### src/hdl/id_pkg.sv
//////////////////////////////
// Shared widths, field positions and decode enums
// RV32I subset: LUI, AUIPC, JAL, JALR, BRANCH, OP-IMM, OP
// Compressed encodings are not recognized
//////////////////////////////
package id_pkg;

  // Data path and register file widths
  localparam int XLEN       = 32;
  localparam int REG_ADDR_W = 5;

  typedef logic [XLEN-1:0]       word_t;
  typedef logic [REG_ADDR_W-1:0] reg_addr_t;

  //////////////////////////////
  // Instruction field positions
  //////////////////////////////
  localparam int OPC_MSB   = 6;
  localparam int OPC_LSB   = 0;
  localparam int RD_MSB    = 11;
  localparam int RD_LSB    = 7;
  localparam int F3_MSB    = 14;
  localparam int F3_LSB    = 12;
  localparam int RS1_MSB   = 19;
  localparam int RS1_LSB   = 15;
  localparam int RS2_MSB   = 24;
  localparam int RS2_LSB   = 20;
  localparam int F7_MSB    = 31;
  localparam int F7_LSB    = 25;
  // Selects SUB over ADD and SRA over SRL
  localparam int FUNCT7_B5 = 30;

  // Link increment, no compressed support so always a full word
  localparam int PC_INCR = 4;

  // Major opcodes that the stage accepts
  typedef enum logic [6:0] {
    OPC_LUI    = 7'b0110111,
    OPC_AUIPC  = 7'b0010111,
    OPC_JAL    = 7'b1101111,
    OPC_JALR   = 7'b1100111,
    OPC_BRANCH = 7'b1100011,
    OPC_OP_IMM = 7'b0010011,
    OPC_OP     = 7'b0110011
  } opcode_e;

  // ALU operations, ADD is the reset and idle value
  typedef enum logic [3:0] {
    ALU_ADD  = 4'd0,
    ALU_SUB  = 4'd1,
    ALU_SLL  = 4'd2,
    ALU_SLT  = 4'd3,
    ALU_SLTU = 4'd4,
    ALU_XOR  = 4'd5,
    ALU_SRL  = 4'd6,
    ALU_SRA  = 4'd7,
    ALU_OR   = 4'd8,
    ALU_AND  = 4'd9,
    // Branch compares
    ALU_EQ   = 4'd10,
    ALU_NE   = 4'd11,
    ALU_LT   = 4'd12,
    ALU_GE   = 4'd13,
    ALU_LTU  = 4'd14,
    ALU_GEU  = 4'd15
  } alu_op_e;

  typedef enum logic [1:0] {OP_A_RS1, OP_A_PC, OP_A_ZERO} op_a_sel_e;
  typedef enum logic [1:0] {OP_B_RS2, OP_B_IMM, OP_B_PCINCR} op_b_sel_e;
  typedef enum logic [1:0] {IMM_I, IMM_U, IMM_B, IMM_J} imm_sel_e;
  typedef enum logic [1:0] {OP_C_RS2, OP_C_BCH, OP_C_JMP} op_c_sel_e;

endpackage
### src/hdl/id_ifs.sv
//////////////////////////////
// Internal bundles of the decode stage
// Both are purely combinational, no handshake inside
//////////////////////////////
`timescale 1ns/1ps

// Decoder controls toward the operand mux
interface decode_if import id_pkg::*; ();
  alu_op_e   alu_op;
  op_a_sel_e op_a_sel;
  op_b_sel_e op_b_sel;
  imm_sel_e  imm_sel;
  op_c_sel_e op_c_sel;
  logic      rf_we;
  logic      branch;
  logic      illegal;

  modport driver (
    output alu_op, op_a_sel, op_b_sel, imm_sel, op_c_sel, rf_we, branch, illegal
  );
  modport receiver (
    input alu_op, op_a_sel, op_b_sel, imm_sel, op_c_sel, rf_we, branch, illegal
  );
endinterface

// Complete ID/EX record before the pipe register
interface issue_if import id_pkg::*; ();
  alu_op_e   alu_op;
  word_t     operand_a;
  word_t     operand_b;
  // rs2 value or control transfer target
  word_t     operand_c;
  logic      rf_we;
  reg_addr_t rf_waddr;
  logic      branch;
  logic      illegal;
  word_t     pc;

  modport driver (
    output alu_op, operand_a, operand_b, operand_c, rf_we, rf_waddr, branch, illegal, pc
  );
  modport receiver (
    input alu_op, operand_a, operand_b, operand_c, rf_we, rf_waddr, branch, illegal, pc
  );
endinterface

### src/hdl/id_stage_top.sv
//////////////////////////////
// Decode stage top, plain ports only
// Sender holds inputs stable until in_ready_o accepts them
//////////////////////////////
`timescale 1ns/1ps

module id_stage_top import id_pkg::*; (
  input  logic      clk,
  input  logic      rst_n,
  // Input side
  input  logic      in_valid_i,
  output logic      in_ready_o,
  input  word_t     instr_i,
  input  word_t     pc_i,
  input  word_t     rs1_rdata_i,
  input  word_t     rs2_rdata_i,
  // Output side, ID/EX record
  output logic      out_valid_o,
  input  logic      out_ready_i,
  output alu_op_e   alu_op_o,
  output word_t     operand_a_o,
  output word_t     operand_b_o,
  output word_t     operand_c_o,
  output logic      rf_we_o,
  output reg_addr_t rf_waddr_o,
  output logic      branch_o,
  output logic      illegal_o,
  output word_t     pc_o
);

  decode_if dec_if ();
  issue_if  iss_if ();

  // Combinational decode
  instr_decoder decoder_i (
    .instr_i (instr_i),
    .dec     (dec_if.driver)
  );

  operand_mux opmux_i (
    .instr_i     (instr_i),
    .pc_i        (pc_i),
    .rs1_rdata_i (rs1_rdata_i),
    .rs2_rdata_i (rs2_rdata_i),
    .dec         (dec_if.receiver),
    .iss         (iss_if.driver)
  );

  // The only sequential stage
  id_ex_pipe pipe_i (
    .clk         (clk),
    .rst_n       (rst_n),
    .in_valid_i  (in_valid_i),
    .out_ready_i (out_ready_i),
    .in_ready_o  (in_ready_o),
    .out_valid_o (out_valid_o),
    .iss         (iss_if.receiver),
    .alu_op_o    (alu_op_o),
    .operand_a_o (operand_a_o),
    .operand_b_o (operand_b_o),
    .operand_c_o (operand_c_o),
    .pc_o        (pc_o),
    .rf_we_o     (rf_we_o),
    .branch_o    (branch_o),
    .illegal_o   (illegal_o),
    .rf_waddr_o  (rf_waddr_o)
  );

endmodule

### src/hdl/id_ex_pipe.sv
//////////////////////////////
// Single entry ID/EX register, valid/ready on both sides
// One cycle latency, full throughput when out_ready_i is high
// in_ready_o depends combinationally on out_ready_i
//////////////////////////////
`timescale 1ns/1ps

module id_ex_pipe import id_pkg::*; (
  input  logic       clk,
  input  logic       rst_n,
  input  logic       in_valid_i,
  input  logic       out_ready_i,
  output logic       in_ready_o,
  output logic       out_valid_o,
  issue_if.receiver  iss,
  output alu_op_e    alu_op_o,
  output word_t      operand_a_o,
  output word_t      operand_b_o,
  output word_t      operand_c_o,
  output word_t      pc_o,
  output logic       rf_we_o,
  output logic       branch_o,
  output logic       illegal_o,
  output reg_addr_t  rf_waddr_o
);

  logic in_xfer;

  // Accept when empty or when the current record leaves this cycle
  assign in_ready_o = !out_valid_o || out_ready_i;
  assign in_xfer    = in_valid_i && in_ready_o;

  //////////////////////////////
  // Valid and flags
  //////////////////////////////
  always_ff @(posedge clk or negedge rst_n) begin
    if (!rst_n) begin
      out_valid_o <= 1'b0;
      rf_we_o     <= 1'b0;
      branch_o    <= 1'b0;
      illegal_o   <= 1'b0;
    end else if (in_xfer) begin
      out_valid_o <= 1'b1;
      rf_we_o     <= iss.rf_we;
      branch_o    <= iss.branch;
      illegal_o   <= iss.illegal;
    end else if (out_ready_i) begin
      // Drained with nothing behind it, flags drop with valid
      out_valid_o <= 1'b0;
      rf_we_o     <= 1'b0;
      branch_o    <= 1'b0;
      illegal_o   <= 1'b0;
    end
  end

  // Payload, loaded only on an input transfer
  always_ff @(posedge clk or negedge rst_n) begin
    if (!rst_n) begin
      alu_op_o    <= ALU_ADD;
      operand_a_o <= '0;
      operand_b_o <= '0;
      operand_c_o <= '0;
      rf_waddr_o  <= '0;
      pc_o        <= '0;
    end else if (in_xfer) begin
      alu_op_o    <= iss.alu_op;
      operand_a_o <= iss.operand_a;
      operand_b_o <= iss.operand_b;
      operand_c_o <= iss.operand_c;
      rf_waddr_o  <= iss.rf_waddr;
      pc_o        <= iss.pc;
    end
  end

endmodule

### src/hdl/operand_mux.sv
//////////////////////////////
// Immediates, operand selection and transfer targets
// Read values arrive already resolved, no forwarding here
//////////////////////////////
`timescale 1ns/1ps

module operand_mux import id_pkg::*; (
  input  word_t      instr_i,
  input  word_t      pc_i,
  input  word_t      rs1_rdata_i,
  input  word_t      rs2_rdata_i,
  decode_if.receiver dec,
  issue_if.driver    iss
);

  word_t imm_i;
  word_t imm_u;
  word_t imm_b;
  word_t imm_j;
  word_t imm;
  word_t bch_target;
  word_t jalr_sum;
  word_t jmp_target;
  word_t operand_a;
  word_t operand_b;
  word_t operand_c;

  //////////////////////////////
  // Immediate extraction
  //////////////////////////////
  // I type is funct7 and rs2 fields together
  assign imm_i = {{20{instr_i[XLEN-1]}}, instr_i[F7_MSB:F7_LSB], instr_i[RS2_MSB:RS2_LSB]};
  assign imm_u = {instr_i[31:12], 12'b0};
  // B type, bit 11 sits in the rd LSB position
  assign imm_b = {{19{instr_i[XLEN-1]}}, instr_i[31], instr_i[RD_LSB],
                  instr_i[30:25], instr_i[11:8], 1'b0};
  // J type reuses the rs1 and funct3 fields for bits 19:12
  assign imm_j = {{11{instr_i[XLEN-1]}}, instr_i[31], instr_i[RS1_MSB:RS1_LSB],
                  instr_i[F3_MSB:F3_LSB], instr_i[RS2_LSB], instr_i[30:21], 1'b0};

  always_comb begin
    case (dec.imm_sel)
      IMM_U:   imm = imm_u;
      IMM_B:   imm = imm_b;
      IMM_J:   imm = imm_j;
      default: imm = imm_i;
    endcase
  end

  //////////////////////////////
  // Control transfer targets
  //////////////////////////////
  // Selected immediate is B for branches, J for JAL and I for JALR
  assign bch_target = pc_i + imm;
  assign jalr_sum   = rs1_rdata_i + imm;
  // JAL is PC relative, JALR clears bit 0 of rs1 + imm
  assign jmp_target = (dec.imm_sel == IMM_J) ? (pc_i + imm) :
                      {jalr_sum[XLEN-1:1], 1'b0};

  // Operand A
  always_comb begin
    case (dec.op_a_sel)
      OP_A_PC:   operand_a = pc_i;
      OP_A_ZERO: operand_a = '0;
      default:   operand_a = rs1_rdata_i;
    endcase
  end

  // Operand B
  always_comb begin
    case (dec.op_b_sel)
      OP_B_IMM:    operand_b = imm;
      OP_B_PCINCR: operand_b = word_t'(PC_INCR);
      default:     operand_b = rs2_rdata_i;
    endcase
  end

  // Operand C
  always_comb begin
    case (dec.op_c_sel)
      OP_C_BCH: operand_c = bch_target;
      OP_C_JMP: operand_c = jmp_target;
      default:  operand_c = rs2_rdata_i;
    endcase
  end

  // Issue record
  assign iss.alu_op    = dec.alu_op;
  assign iss.operand_a = operand_a;
  assign iss.operand_b = operand_b;
  assign iss.operand_c = operand_c;
  assign iss.rf_we     = dec.rf_we;
  assign iss.rf_waddr  = instr_i[RD_MSB:RD_LSB];
  assign iss.branch    = dec.branch;
  assign iss.illegal   = dec.illegal;
  assign iss.pc        = pc_i;

endmodule

### src/hdl/instr_decoder.sv
//////////////////////////////
// Combinational RV32I subset decoder
// Anything outside the kept opcodes is flagged illegal
// Illegal words leave default selects and no side effects
//////////////////////////////
`timescale 1ns/1ps

module instr_decoder import id_pkg::*; (
  input  word_t    instr_i,
  decode_if.driver dec
);

  opcode_e    opcode;
  logic [2:0] funct3;
  logic [6:0] funct7;
  logic       f7_b5;
  logic       f7_zero;
  logic       f7_alt;

  alu_op_e    alu_op;
  op_a_sel_e  op_a_sel;
  op_b_sel_e  op_b_sel;
  imm_sel_e   imm_sel;
  op_c_sel_e  op_c_sel;
  logic       rf_we;
  logic       branch;
  logic       illegal;

  // Field extraction
  assign opcode  = opcode_e'(instr_i[OPC_MSB:OPC_LSB]);
  assign funct3  = instr_i[F3_MSB:F3_LSB];
  assign funct7  = instr_i[F7_MSB:F7_LSB];
  assign f7_b5   = instr_i[FUNCT7_B5];
  // Only two funct7 patterns exist in the base set
  assign f7_zero = (funct7 == 7'b0000000);
  assign f7_alt  = (funct7 == 7'b0100000);

  //////////////////////////////
  // Main decode
  //////////////////////////////
  always_comb begin
    // Defaults: register-register shape, nothing written
    alu_op   = ALU_ADD;
    op_a_sel = OP_A_RS1;
    op_b_sel = OP_B_RS2;
    imm_sel  = IMM_I;
    op_c_sel = OP_C_RS2;
    rf_we    = 1'b0;
    branch   = 1'b0;
    illegal  = 1'b0;

    case (opcode)
      OPC_LUI: begin
        // rd = 0 + U immediate
        op_a_sel = OP_A_ZERO;
        op_b_sel = OP_B_IMM;
        imm_sel  = IMM_U;
        rf_we    = 1'b1;
      end
      OPC_AUIPC: begin
        op_a_sel = OP_A_PC;
        op_b_sel = OP_B_IMM;
        imm_sel  = IMM_U;
        rf_we    = 1'b1;
      end
      OPC_JAL: begin
        // Link value PC + 4 goes through the ALU
        op_a_sel = OP_A_PC;
        op_b_sel = OP_B_PCINCR;
        imm_sel  = IMM_J;
        op_c_sel = OP_C_JMP;
        rf_we    = 1'b1;
      end
      OPC_JALR: begin
        op_a_sel = OP_A_PC;
        op_b_sel = OP_B_PCINCR;
        imm_sel  = IMM_I;
        op_c_sel = OP_C_JMP;
        rf_we    = 1'b1;
        illegal  = (funct3 != 3'd0);
      end
      OPC_BRANCH: begin
        // Compare rs1 against rs2, target travels in operand C
        imm_sel  = IMM_B;
        op_c_sel = OP_C_BCH;
        branch   = 1'b1;
        case (funct3)
          3'd0:    alu_op = ALU_EQ;
          3'd1:    alu_op = ALU_NE;
          3'd4:    alu_op = ALU_LT;
          3'd5:    alu_op = ALU_GE;
          3'd6:    alu_op = ALU_LTU;
          3'd7:    alu_op = ALU_GEU;
          default: illegal = 1'b1;
        endcase
      end
      OPC_OP_IMM: begin
        op_b_sel = OP_B_IMM;
        imm_sel  = IMM_I;
        rf_we    = 1'b1;
        case (funct3)
          3'd0: alu_op = ALU_ADD;
          3'd1: begin
            alu_op  = ALU_SLL;
            illegal = !f7_zero;
          end
          3'd2: alu_op = ALU_SLT;
          3'd3: alu_op = ALU_SLTU;
          3'd4: alu_op = ALU_XOR;
          3'd5: begin
            // SRAI carries the alternate funct7
            alu_op  = f7_b5 ? ALU_SRA : ALU_SRL;
            illegal = !(f7_zero || f7_alt);
          end
          3'd6: alu_op = ALU_OR;
          default: alu_op = ALU_AND;
        endcase
      end
      OPC_OP: begin
        rf_we   = 1'b1;
        // Alternate funct7 only for SUB and SRA
        illegal = !(f7_zero || (f7_alt && (funct3 == 3'd0 || funct3 == 3'd5)));
        case (funct3)
          3'd0:    alu_op = f7_b5 ? ALU_SUB : ALU_ADD;
          3'd1:    alu_op = ALU_SLL;
          3'd2:    alu_op = ALU_SLT;
          3'd3:    alu_op = ALU_SLTU;
          3'd4:    alu_op = ALU_XOR;
          3'd5:    alu_op = f7_b5 ? ALU_SRA : ALU_SRL;
          3'd6:    alu_op = ALU_OR;
          default: alu_op = ALU_AND;
        endcase
      end
      default: illegal = 1'b1;
    endcase

    // Illegal words fall back to the idle shape
    if (illegal) begin
      alu_op   = ALU_ADD;
      op_a_sel = OP_A_RS1;
      op_b_sel = OP_B_RS2;
      imm_sel  = IMM_I;
      op_c_sel = OP_C_RS2;
      rf_we    = 1'b0;
      branch   = 1'b0;
    end
  end

  assign dec.alu_op   = alu_op;
  assign dec.op_a_sel = op_a_sel;
  assign dec.op_b_sel = op_b_sel;
  assign dec.imm_sel  = imm_sel;
  assign dec.op_c_sel = op_c_sel;
  assign dec.rf_we    = rf_we;
  assign dec.branch   = branch;
  assign dec.illegal  = illegal;

endmodule

### config.mk
export PLATFORM = sky130hd
export DESIGN_NAME = id_stage_top
export DESIGN_NICKNAME = d
export VERILOG_FILES = /design/src/hdl/id_pkg.sv /design/src/hdl/id_ifs.sv /design/src/hdl/id_stage_top.sv /design/src/hdl/id_ex_pipe.sv /design/src/hdl/operand_mux.sv /design/src/hdl/instr_decoder.sv
export SDC_FILE = /design/constraint.sdc
export NUM_CORES = 1
export LEC_CHECK = 0
export BUFFER_PORTS_ARGS = -buffer_cell sky130_fd_sc_hd__buf_2
export CORE_MARGIN = 2
export CORE_UTILIZATION = 55
export DETAILED_ROUTE_END_ITERATION = 12
export PLACE_DENSITY = 0.8
export SLEW_MARGIN = 40
export SYNTH_ARGS = -nofsm -noshare
export SYNTH_HDL_FRONTEND = slang
export SYNTH_SLANG_ARGS = --single-unit
### constraint.sdc
create_clock -name clk -period 3 [get_ports clk]
set_clock_uncertainty 0.1 [all_clocks]
set_input_delay 0.6 -clock clk [delete_from_list [all_inputs] [get_ports clk]]
set_output_delay 0.6 -clock clk [all_outputs]
set_load 0.03 [all_outputs]
Word-level counts from Yosys, hierarchy flattened:

Cells that the tools add are included.

* eq/ne operators: 24
* reductions and logical operators: 21
* add/subtract/negate cells: 2
* muxes and demuxes: 32

Operators with widths (count)
* 32-bit case mux with 2 select lines: 3
* 31-bit case mux with 3 select lines: 1
* 32-bit adder: 2
* 4-bit case mux with 7 select lines: 2
* 32-bit 2-to-1 mux: 1
* 4-bit case mux with 6 select lines: 1
* 7-bit by 6-bit == test with 1-bit output, second input constant: 3
* 7-bit == test, second input constant: 3
* 7-bit by 5-bit == test with 1-bit output, second input constant: 2
* 3-bit == test, second input constant: 4
* 1-bit 2-to-1 mux: 12
* 2-bit case mux with 2 select lines: 3
* 4-bit case mux with 3 select lines: 1
* 6-bit OR reduction: 2
* 2-bit == test, second input constant: 5
* 3-bit OR reduction: 3
* 2-bit by 1-bit == test with 1-bit output, second input constant: 4
* 2-bit 2-to-1 mux: 4
* 7-bit logical NOT: 1
* 3-bit by 2-bit == test with 1-bit output, second input constant: 2
* 2-bit case mux with 3 select lines: 1
* 1-bit case mux with 5 select lines: 1
* 1-bit logical NOT: 4
* 1-bit logical OR: 4
* other kinds (8): 10

* input port bits: 132
* bits in registers: 141
* logic and storage cells: 89
* output and inout port bits: 142

Longest topological paths before layout:

Gate-level depths: netlist of run 1.

* depth after elaboration: 12
* gate-level depth with buffers: 18
* gate-level depth less buffers: 18

Hierarchy:

Synthesis of run 1 repeated with hierarchy kept, for this count alone.

* cell total of the unflattened synthesis: 1158
* area total of the unflattened synthesis: 11536.1 µm²

Modules (own cells, without submodules)
* id_ex_pipe: area an instance 5657.9 µm², sequential area each 3528.4 µm², cells an instance 302, instances 1
* operand_mux: area an instance 5439.0 µm², sequential area each 0.0 µm², cells an instance 790, instances 1
* instr_decoder: area an instance 439.2 µm², sequential area each 0.0 µm², cells an instance 66, instances 1

Worst setup path before layout of run 1:

No wires, ideal clock.

* path kind: input port to flip-flop
* start: input port instr_i[1]
* end: register pipe_i.operand_c_o[28]
* required time: 2.756 ns
* library setup time: 0.144 ns
* path buffers: 0
* stages: 17
* setup slack: -1.313 ns
* data arrival time: 4.069 ns
* path through: nand4_1 -> or2_1 -> or4_1 -> nand4_2 -> nand3_1 -> o21ai_0 -> inv_1 -> fa_1 -> nand2b_1 -> a21oi_1 -> o22ai_2 -> o21a_1 -> o41ai_1 -> o41a_1 -> nand2_1 -> a32oi_1 -> a22oi_1

* word-level cells in the longest chain between the ends: 9
* elaborated cells on any way between the ends: 25
* those cells by class: 2 x add/sub; 12 x eq/ne; 8 x mux; 3 x reduce/logical

RTL lines
* start, declared: RTL line id_stage_top.sv:13 `input word_t instr_i,`
* 7-bit by 6-bit == test with 1-bit output, or another cell as far along: RTL line instr_decoder.sv:52 `case (opcode)`
* 3-bit OR reduction (no line) / 2-bit OR reduction (equally long branches)
* 1-bit case mux with 5 select lines / 2-bit case mux with 3 select lines (equally long branches): RTL line instr_decoder.sv:52
* 2-bit 2-to-1 mux: RTL line instr_decoder.sv:138 `if (illegal) begin`
* 2-bit == test, or another cell as far along: RTL line operand_mux.sv:42, operand_mux.sv:57
* 31-bit case mux with 3 select lines: RTL line operand_mux.sv:42 `case (dec.imm_sel)`
* 32-bit adder (on tied branches): RTL line operand_mux.sv:55, operand_mux.sv:54, operand_mux.sv:57
* 32-bit 2-to-1 mux: RTL line operand_mux.sv:57 `assign jmp_target = (dec.imm_sel == IMM_J) ? (pc_i + imm) :`
* 32-bit case mux with 2 select lines *: RTL line operand_mux.sv:80 `case (dec.op_c_sel)`
* end signal, assigned: RTL line id_ex_pipe.sv:69 `operand_c_o <= iss.operand_c;`
* end, declared: RTL line id_ex_pipe.sv:19 `output word_t operand_c_o,`

Mark *: on every way between the ends. The rest lies on a longest branch, timed or not.
A chain may end at the register's enable or synchronous reset.

Worst setup path after layout of run 1:

* start: input port instr_i[6]
* end: register pipe_i.operand_c_o[28]

Same word-level chain as after synthesis.

==> results of run 1 <==
area by class of cell:
type,count,area (um^2)
diodes,1,2.502
flip-flops and latches,141,3528
clock inverters,12,136.4
well taps,234,292.8
multi-input cells,1018,8098
clock buffers,19,442.9
inverters,30,112.6
repair buffers,651,4447
fillers,748,1520
critical path: stages:
cell and delay (ps):
buf_6 90, nand4b_1 190, buf_6 160, or3_4 380, buf_4 180, and2_1 170
ha_1 310, a21oi_1 250, o221ai_2 310, a221oi_2 630, o21a_2 310, o41ai_4 100
o41a_1 400, or2_1 240, a32oi_1 240, a22oi_1 130
power breakdown:
group | leakage [nW] | internal, mW | total, mW | switching (mW)
sequential | 1.66 | 2.15 | 2.30 | 0.149
combinational | 6.22 | 1.31 | 3.43 | 2.12
clock | 0.276 | 1.25 | 2.22 | 0.971
total | 8.16 | 4.71 | 7.94 | 3.24
flip-flops by register name (all words and copies together), names as in the netlist:
| register | count |
|---|---|
| pipe_i.out_valid_o | 1 |
| pipe_i.operand_a_o | 32 |
| pipe_i.operand_b_o | 32 |
| pipe_i.illegal_o | 1 |
| pipe_i.operand_c_o | 32 |
| pipe_i.rf_waddr_o | 5 |
| pipe_i.rf_we_o | 1 |
| pipe_i.pc_o | 32 |
| pipe_i.branch_o | 1 |
| pipe_i.alu_op_o | 4 |
kinds of logic (layout without fill, tap and decap cells):
group / after synthesis / in the layout / share of synthesized area (%)
flip-flops: 141 / 141 / 34.19
multiplexers: 6 / 6 / 0.5819
XOR/XNOR: 48 / 48 / 4.073
buffers and inverters: 103 / 712 / 3.758
other: 0 / 1 / 0
adder cells (fa/ha/maj): 82 / 82 / 10.09
AO/OA/AOI/OAI: 383 / 383 / 26.14
AND/OR/NAND/NOR: 499 / 499 / 21.18
stage by stage:
stage,cells,area (um^2),setup WS (ps),setup TNS [ps],hold slack (ps)
2_1_floorplan,1262,11230,-1043,-26180,204.4
3_3_place_gp,2043,15150,-1474,-68250,353.2
3_5_place_dp,2043,15160,-1557,-72220,357.0
4_1_cts,2096,16520,-967.3,-21100,21.00
5_1_grt,2106,17060,-1466,-31040,30.28
6_report,2106,17060,-1500,-27970,-7.202
layout by cell type, fill, tap and decap left out, types with 6 or more instances in the layout:
cell       count
o21ai_0       37
nand4_1        8
dfrtp_1      141
xor2_1        14
o21bai_1       6
nand3_2        8
nand3b_1       6
a21oi_2       16
a21oi_1       57
or3_1         11
and3_1         8
o21a_1         9
nor2_1       164
nand2_1      183
and2_1         7
and3_4         6
o211ai_1       8
o21ai_2       13
buf_6         26
ha_1          55
nand2_2        6
nand2b_1       9
o21ai_1       25
inv_1         26
buf_4        348
clkbuf_16     17
buf_2        266
nor2_2         8
a22oi_1       10
o31ai_1        7
a221oi_2      59
a21o_1        32
ha_4          21
xnor2_1       29
nand3_1       16
buf_12         9
nor3_1        11
path summary, 6_finish.rpt:
| path | endpoint | slack [ps] | cells past startpoint |
|---|---|---|---|
| setup / recovery | pipe_i.operand_c_o[28] | -1500 | 16 |
| hold / removal | pipe_i.operand_a_o[6] | -7 | 1 |
| setup reg to reg | pipe_i.operand_c_o[18] | 910 | 5 |
| hold reg to reg | pipe_i.pc_o[5] | 370 | 2 |
| max in group asynchronous | pipe_i.operand_a_o[26] | 2120 | 2 |
| min in group clk | pipe_i.out_valid_o | 300 | 2 |
metal layers:
| metal | vias to the layer above | global-route usage (%) | share of wire (%) |
|---|---|---|---|
| met1 | 6648 | 54.33 | 32 |
| met2 | 1470 | 79.92 | 44 |
| met5 | - | 0 | 0 |
| li1 | 5787 | - | - |
| met4 | 0 | 32.00 | 11 |
| met3 | 637 | 11.31 | 13 |
repair_timing:
action	in CTS	in global routing
resized for setup	121	85
setup endpoints to repair	91	84
hold buffers	0	0
pin swaps	81	50
setup buffers	24	11
==> flow_summary.ini, run 1 <==
[status]
outcome = complete, but fails checks
violations = negative hold slack, negative setup slack

[sta]
max_slew_margin_pct = 53.30
fmax_ghz = 0.2222
layout_min_cycle_time_ps = 4500
hold_ws_ps = -7.202
finalCritPeriodShare_pct = 150.0
layout_setup_ws_ps = -1500
hold_viol = 7
slew_violations = 0
setup_viol = 30
worst_slew_pin_slew_ps = 696.3
rsz0062_at_grt = yes

[die]
fp.dieH_um = 141.0
start_util_pct = 55.55
boundaryPins = 274
die_width_um = 141.0
core_um2 = 18580
fp.dieArea_um2 = 19880
rows = 50

[cells_and_area]
drive_gt1_share_pct = 49.87
utilization_pct = 91.82
area.growth.synth_to_final_pct = 65.29
nets = 2073

[worst_setup_path]
crit_path_end_kind = flop
critical_path_class = primary input to flop
start_kind = primary input
critPathLaunch = instr_i[6]
cp_data_required_time_ps = 3220
rr_startpoint = pipe_i.out_valid_o
crit_fanout = 6
arrival_ps = 4720

[clocking]
clkTransAtPathRegs_ps = 70
cts_buffer_depth = 2
cts_sinks = 141
clock_latency_ps = 450
htreeDepth = 4
cts_root_buffer = clkbuf_16
cts_buffers = 17
tritoncts = done

[grt]
grt_pass1_wl_um = 73630
grtUsageTotal_pct = 47.69
first_global_vias = 13920
antenna_found_initial = 2
grt-ovfl-total = 0
grt_max_degree = 78

[power_and_ir_drop]
powerDensity_nw_per_um2 = 465.6
peakVddDrop_v = 0.0004607
power_mw = 7.944
power_leakage_nw = 8.158

[drt]
drc_errors = 0
ant_nets = 0
wl_per_cell_um = 26.74
routed_via_density = 6.905
wl_um = 56320
drtPass1Iterations = 7
drt_iter0_markers = 2148
vias = 14540

[synth]
synth_area_leaders = dfrtp_1 34%, ha_1 9.7%, nand2_1 7.0%
yosysTopAreaCell = dfrtp_1
synth_cell_types = 75
ys.flop_type = dfrtp_1
syn_nets = 1476
syn_area_per_cell_um2 = 8.178
synthArstFlopShare_pct = 100.0
post-synth-top-count-cell = nand2_1
ys_seq_elements = 141
synth_top_area_share_pct = 34.19
ys_seq_area_share_pct = 34.19
synthTopCellsByCount = 193 x nand2_1, 175 x nor2_1, 141 x dfrtp_1
synthCells = 1262
synthesis.area_um2 = 10320
yosysWarningCount = 0
synth-edff-count = 0

[placement]
gp_congestion = 1.087
io_buffers = 273
hpwlAfterDp_um = 34320

[worst_hold_path]
holdCritPathClass = primary input to async pin

[job]
max_cap_viol_count = 0
(Power assumes the default switching activity.)
==> inputs of run 2 (changes only) <==
==> constraint.sdc (replaced) <==
create_clock -name clk -period 3 [get_ports clk]
set_clock_uncertainty 0.1 [all_clocks]
set_input_delay 0.3 -clock clk [delete_from_list [all_inputs] [get_ports clk]]
set_output_delay 0.3 -clock clk [all_outputs]
set_load 0.03 [all_outputs]
==> flow_summary.ini, run 2 (synthesis gave the netlist of run 1 again) <==
[grt]
antenna_found_initial = 0
grt_max_degree = 65
grtUsageTotal_pct = 43.15
first_global_vias = 12600
grt_pass1_wl_um = 66860
grt-ovfl-total = 0

[job]
max_cap_viol_count = 0

[power_and_ir_drop]
peakVddDrop_v = 0.0004310
switching_share_pct = 39.99
clkPwrFrac_pct = 27.8
p_int_mw = 4.503
powerDensity_nw_per_um2 = 467.1
combPwrFrac_pct = 41.8
power_leakage_nw = 7.794
netSwitchingPower_mw = 3.001
sequentialPowerShare_pct = 30.4
power_mw = 7.504

[die]
die_width_um = 141.0
fp.dieArea_um2 = 19880
core_um2 = 18580
start_util_pct = 55.55
fp.dieH_um = 141.0
boundaryPins = 274
rows = 50

[clocking]
tritoncts = done
cts_buffer_depth = 2
htreeDepth = 4
clkTransAtPathRegs_ps = 70
clock_latency_ps = 430
cts_buffers = 17
cts_sinks = 141
cts_root_buffer = clkbuf_16

[placement]
pre_cts_ws_ps = -1072
io_buffers = 273
hpwlAfterDp_um = 32400
gp_congestion = 1.009

[sta]
finalCritPeriodShare_pct = 121.5
hold_viol = 0
setup_viol = 28
rsz0062_at_grt = yes
layout_min_cycle_time_ps = 3645
max_slew_margin_pct = 49.22
layout_setup_ws_ps = -644.7
worst_slew_pin_slew_ps = 757.1
fmax_ghz = 0.2744
slew_violations = 0

[drt]
vias = 13070
routed_via_density = 6.374
drt_iter0_markers = 1347
wl_um = 45530
drc_errors = 0
drtPass1Iterations = 7
wl_per_cell_um = 22.21
ant_nets = 0

[worst_hold_path]
worstHoldEndpoint = pipe_i.pc_o[18]
min_from = pc_i[18]
holdCritPathClass = primary input to flop
hold_path_depth = 3

[status]
violations = negative setup slack
outcome = complete, but fails checks

[worst_setup_path]
crit_path_end_kind = flop
start_kind = primary input
rr_startpoint = pipe_i.out_valid_o
arrival_ps = 3850
crit_fanout = 8
regToRegSetupSlack_ps = 870
cp_data_required_time_ps = 3210
r2r-end = pipe_i.operand_c_o[22]
reg2regPathDepth = 6
critical_path_class = primary input to flop

[cells_and_area]
fillers = 997
final_common_cell = buf_4
nets = 2017
layout.cells.most_common_list = 294 x buf_4, 266 x buf_2, 183 x nand2_1, 166 x nor2_1, 141 x dfrtp_1
insertedDiodeCount = 0
drive_gt1_share_pct = 44.27
utilization_pct = 86.47
area.growth.synth_to_final_pct = 55.67
-- run 2: cell count changes in the layout (fill, tap and decap cells not counted), moves of 4 or more --
| cell | previous run | this run |
|---|---|---|
| ha_4 | 21 | 15 |
| nor3_1 | 11 | 7 |
| buf_4 | 348 | 294 |
| buf_6 | 26 | 19 |
| a221oi_4 | 5 | 0 |
| a221oi_1 | 5 | 61 |
| dlygate4sd3_1 | 0 | 6 |
| ha_1 | 55 | 65 |
| ha_2 | 4 | 0 |
| nor3_2 | 1 | 7 |
| o21ai_0 | 37 | 41 |
| o21ai_1 | 25 | 18 |
| a221oi_2 | 59 | 8 |
-- run 2: power groups by stage --
| stage | Clock [mW] | Combinational [mW] | Sequential, mW |
|---|---|---|---|
| floorplan | 0 | 1.10 | 2.80 |
| global placement | 0 | 2.71 | 2.30 |
| detailed placement | 0 | 2.75 | 2.31 |
| CTS | 2.07 | 2.92 | 2.28 |
| global route | 2.15 | 3.31 | 2.31 |
| finish | 2.08 | 3.13 | 2.28 |
-- run 2: per-layer routing --
layer	vias up	global-route usage [%]	part of all wire, %
met3	279	7.982	9.5
met4	0	20.95	6.4
met5	-	0	0
met2	950	73.25	47
li1	5666	-	-
met1	6172	53.13	37
-- run 2: layout make-up --
| class | instances | area, um^2 | share of cell area, % |
|---|---|---|---|
| sequential | 141 | 3528 | 21.96 |
| tap | 234 | 292.8 | 1.822 |
| clock buffer | 18 | 439.2 | 2.733 |
| multi-input combinational | 1018 | 7565 | 47.08 |
| inverter | 30 | 112.6 | 0.7009 |
| clock inverter | 14 | 121.4 | 0.7554 |
| timing repair buffer | 595 | 4008 | 24.94 |
-- run 2: worst max-delay path by stage --
stage / start / endpoint / slack (ps)
2_1_floorplan: instr_i[6] / pipe_i.operand_c_o[28] / -740
3_3_place_gp: instr_i[14] / pipe_i.operand_c_o[31] / -1020
3_5_place_dp: instr_i[1] / pipe_i.operand_c_o[22] / -1070
4_1_cts: instr_i[14] / pipe_i.operand_c_o[31] / -510
5_1_grt: instr_i[6] / pipe_i.operand_c_o[31] / -770
6_report: instr_i[14] / pipe_i.operand_c_o[22] / -640
-- run 2: through the flow --
step	instance area, um^2	std cells	setup TNS (ps)	hold WS, ps
2_1_floorplan	10700	1262	-12420	-95.59
3_3_place_gp	14400	1994	-25300	186.7
3_5_place_dp	14410	1994	-29410	197.3
4_1_cts	15600	2045	-10020	0.07438
5_1_grt	16070	2050	-16680	10.16
6_report	16070	2050	-12690	2.361
-- run 2: critical path: stages --
cell	delay, ps
buf_8	100
nor2b_4	120
o31a_1	290
o211ai_1	350
nand4_4	150
buf_12	180
o21ai_4	200
inv_2	80
fa_2	340
nand2b_4	160
a21oi_4	220
o22ai_4	130
o21a_2	260
buf_6	130
o21ai_4	130
a21oi_2	100
xnor2_2	150
a221oi_2	360
nor2_1	90
-- run 2: timing repair --
item / in CTS / in global routing
hold endpoints to repair: 58 / 0
hold buffers: 6 / 0
gates resized for setup: 88 / 85
setup endpoints to repair: 27 / 30
buffers inserted: 13 / 6
pin swaps: 64 / 56
==> inputs of run 3 (changes only) <==
- BUFFER_PORTS_ARGS: -buffer_cell sky130_fd_sc_hd__buf_2 -> default
- CTS_BUF_LIST: default -> sky130_fd_sc_hd__clkbuf_4 sky130_fd_sc_hd__clkbuf_8 sky130_fd_sc_hd__clkbuf_16
- DONT_BUFFER_PORTS: default -> 1
- MAX_ROUTING_LAYER: default -> met4
- PLACE_DENSITY: 0.8 -> 0.67
==> flow_summary.ini, run 3 (synthesis gave the netlist of run 1 again) <==
[cells_and_area]
instances_no_fill = 1842
multi_input_area_um2 = 7596
area.growth.synth_to_final_pct = 49.64
utilization_pct = 83.12
finalInstanceArea_um2 = 15440
layout.cells.most_common_list = 262 x buf_4, 188 x nand2_1, 169 x nor2_1, 141 x dfrtp_1, 103 x dlygate4sd3_1
final_common_cell = buf_4
nets = 1808
drive_gt1_share_pct = 29.99
fillers = 1143
regArea_um2 = 3528

[drt]
drc_errors = 0
wl_per_cell_um = 22.99
wl_um = 42350
dr_wl_met3_um = 3968
top_layer = met4
vias = 11780
drt_iter0_markers = 1045
wl_met1_um = 16510
routed_via_density = 6.393
wl_met2_um = 19920
drtPass1Iterations = 5
ant_nets = 0

[worst_setup_path]
path_delay_family = simple AND/OR/NAND/NOR gates
critical_path_class = primary input to flop
crit_path_end_kind = flop
start_kind = primary input
cp_data_required_time_ps = 3250
crit_chain = nand4_1, or2_4, or4_4, nand4_4, nand3_4, o21ai_4, inv_2, fa_2, nor2b_4, o31a_1, o21ai_4, a2111o_1, and3_4, o21ai_4, and4b_1, nor3_2, a21oi_1
slowest_stage = or4_4
crit_fanout = 6
regToRegSetupSlack_ps = 790
path_common_cell = o21ai_4
arrival_ps = 3870
max_stage_delay_ps = 550
crit_buf_inv = 1

[power_and_ir_drop]
power_leakage_nw = 6.951
powerDensity_nw_per_um2 = 473.9
peakVddDrop_v = 0.0003990
power_mw = 7.319

[sta]
setup_viol = 27
fmax_ghz = 0.2765
hold_viol = 141
rsz0062_at_grt = yes
slew_violations = 0
max_slew_margin_pct = 44.87
hold_ws_ps = -539.7
layout_setup_ws_ps = -616.1
worst_slew_pin_slew_ps = 820.0
setup_tns_ps = -12320
finalCritPeriodShare_pct = 120.5
layout_min_cycle_time_ps = 3616

[placement]
dp.cells = 1690
hpwlAfterDp_um = 29350
placed_cell_area_um2 = 12790
gp_congestion = 1.052
io_buffers = 0

[job]
max_cap_viol_count = 0

[die]
core_um2 = 18580
boundaryPins = 274
start_util_pct = 55.55
fp.dieArea_um2 = 19880
die_width_um = 141.0
fp.dieH_um = 141.0
rows = 50

[clocking]
htreeDepth = 4
clkTransAtPathRegs_ps = 70
tritoncts = done
clock_latency_ps = 420
cts_buffers = 17
holdBufCountCts = 103
cts_buffer_depth = 2
cts_sinks = 141
cts_root_buffer = clkbuf_16

[grt]
grt_max_degree = 142
grt-ovfl-total = 0
antenna_found_initial = 1
first_global_vias = 11680
grt_pass1_wl_um = 63520
grtUsageTotal_pct = 42.57

[status]
outcome = complete, but fails checks
violations = negative hold slack, negative setup slack

[worst_hold_path]
holdCritPathClass = primary input to async pin
==> run 3: power by group <==
part	leakage [nW]	switching, mW	total, mW	internal [mW]
registers	1.66	0.706	2.85	2.14
clock network	0.298	0.924	2.28	1.36
logic	4.99	1.10	2.19	1.09
==> run 3: metrics by stage <==
step / hold slack, ps / worst slack, ps
CTS: -543.7 / -425.9
global route: -554.8 / -700.7
floorplan: -95.59 / -743.4
global placement: -92.99 / -920.8
detailed placement: -92.58 / -988.6
finish: -539.7 / -616.1
==> run 3: layer usage <==
| metal | global-route usage [%] | vias to the layer above |
|---|---|---|
| met5 | - | - |
| met4 | 18.37 | 0 |
| met3 | 11.58 | 156 |
| met2 | 68.58 | 675 |
| met1 | 50.42 | 5688 |
| li1 | - | 5256 |
==> run 3: area by class of cell <==
type / instances / share of cell area (%)
inverter: 30 / 0.7291
timing repair buffer: 386 / 21.34
multi-input combinational: 1018 / 49.18
sequential: 141 / 22.85
antenna: 1 / 0.01620
clock buffer: 20 / 2.941
tap: 234 / 1.896
clock inverter: 12 / 1.053
==> run 3: worst paths after layout <==
path	end	depth (start not counted)	start
max	pipe_i.operand_c_o[30]	17	instr_i[6]
min	pipe_i.pc_o[10]	0	rst_n
max reg2reg	pipe_i.rf_we_o	6	pipe_i.out_valid_o
min reg2reg	pipe_i.pc_o[25]	2	pipe_i.pc_o[25]
max in group asynchronous	pipe_i.operand_c_o[25]	0	rst_n
min in group clk	pipe_i.pc_o[1]	2	pc_i[1]
==> run 3: timing repair <==
item,4_1_cts,5_1_grt
endpoints found under the setup margin,27,29
gates resized for setup,89,71
hold endpoints to repair,254,141
pin swaps,51,66
buffers inserted,11,7
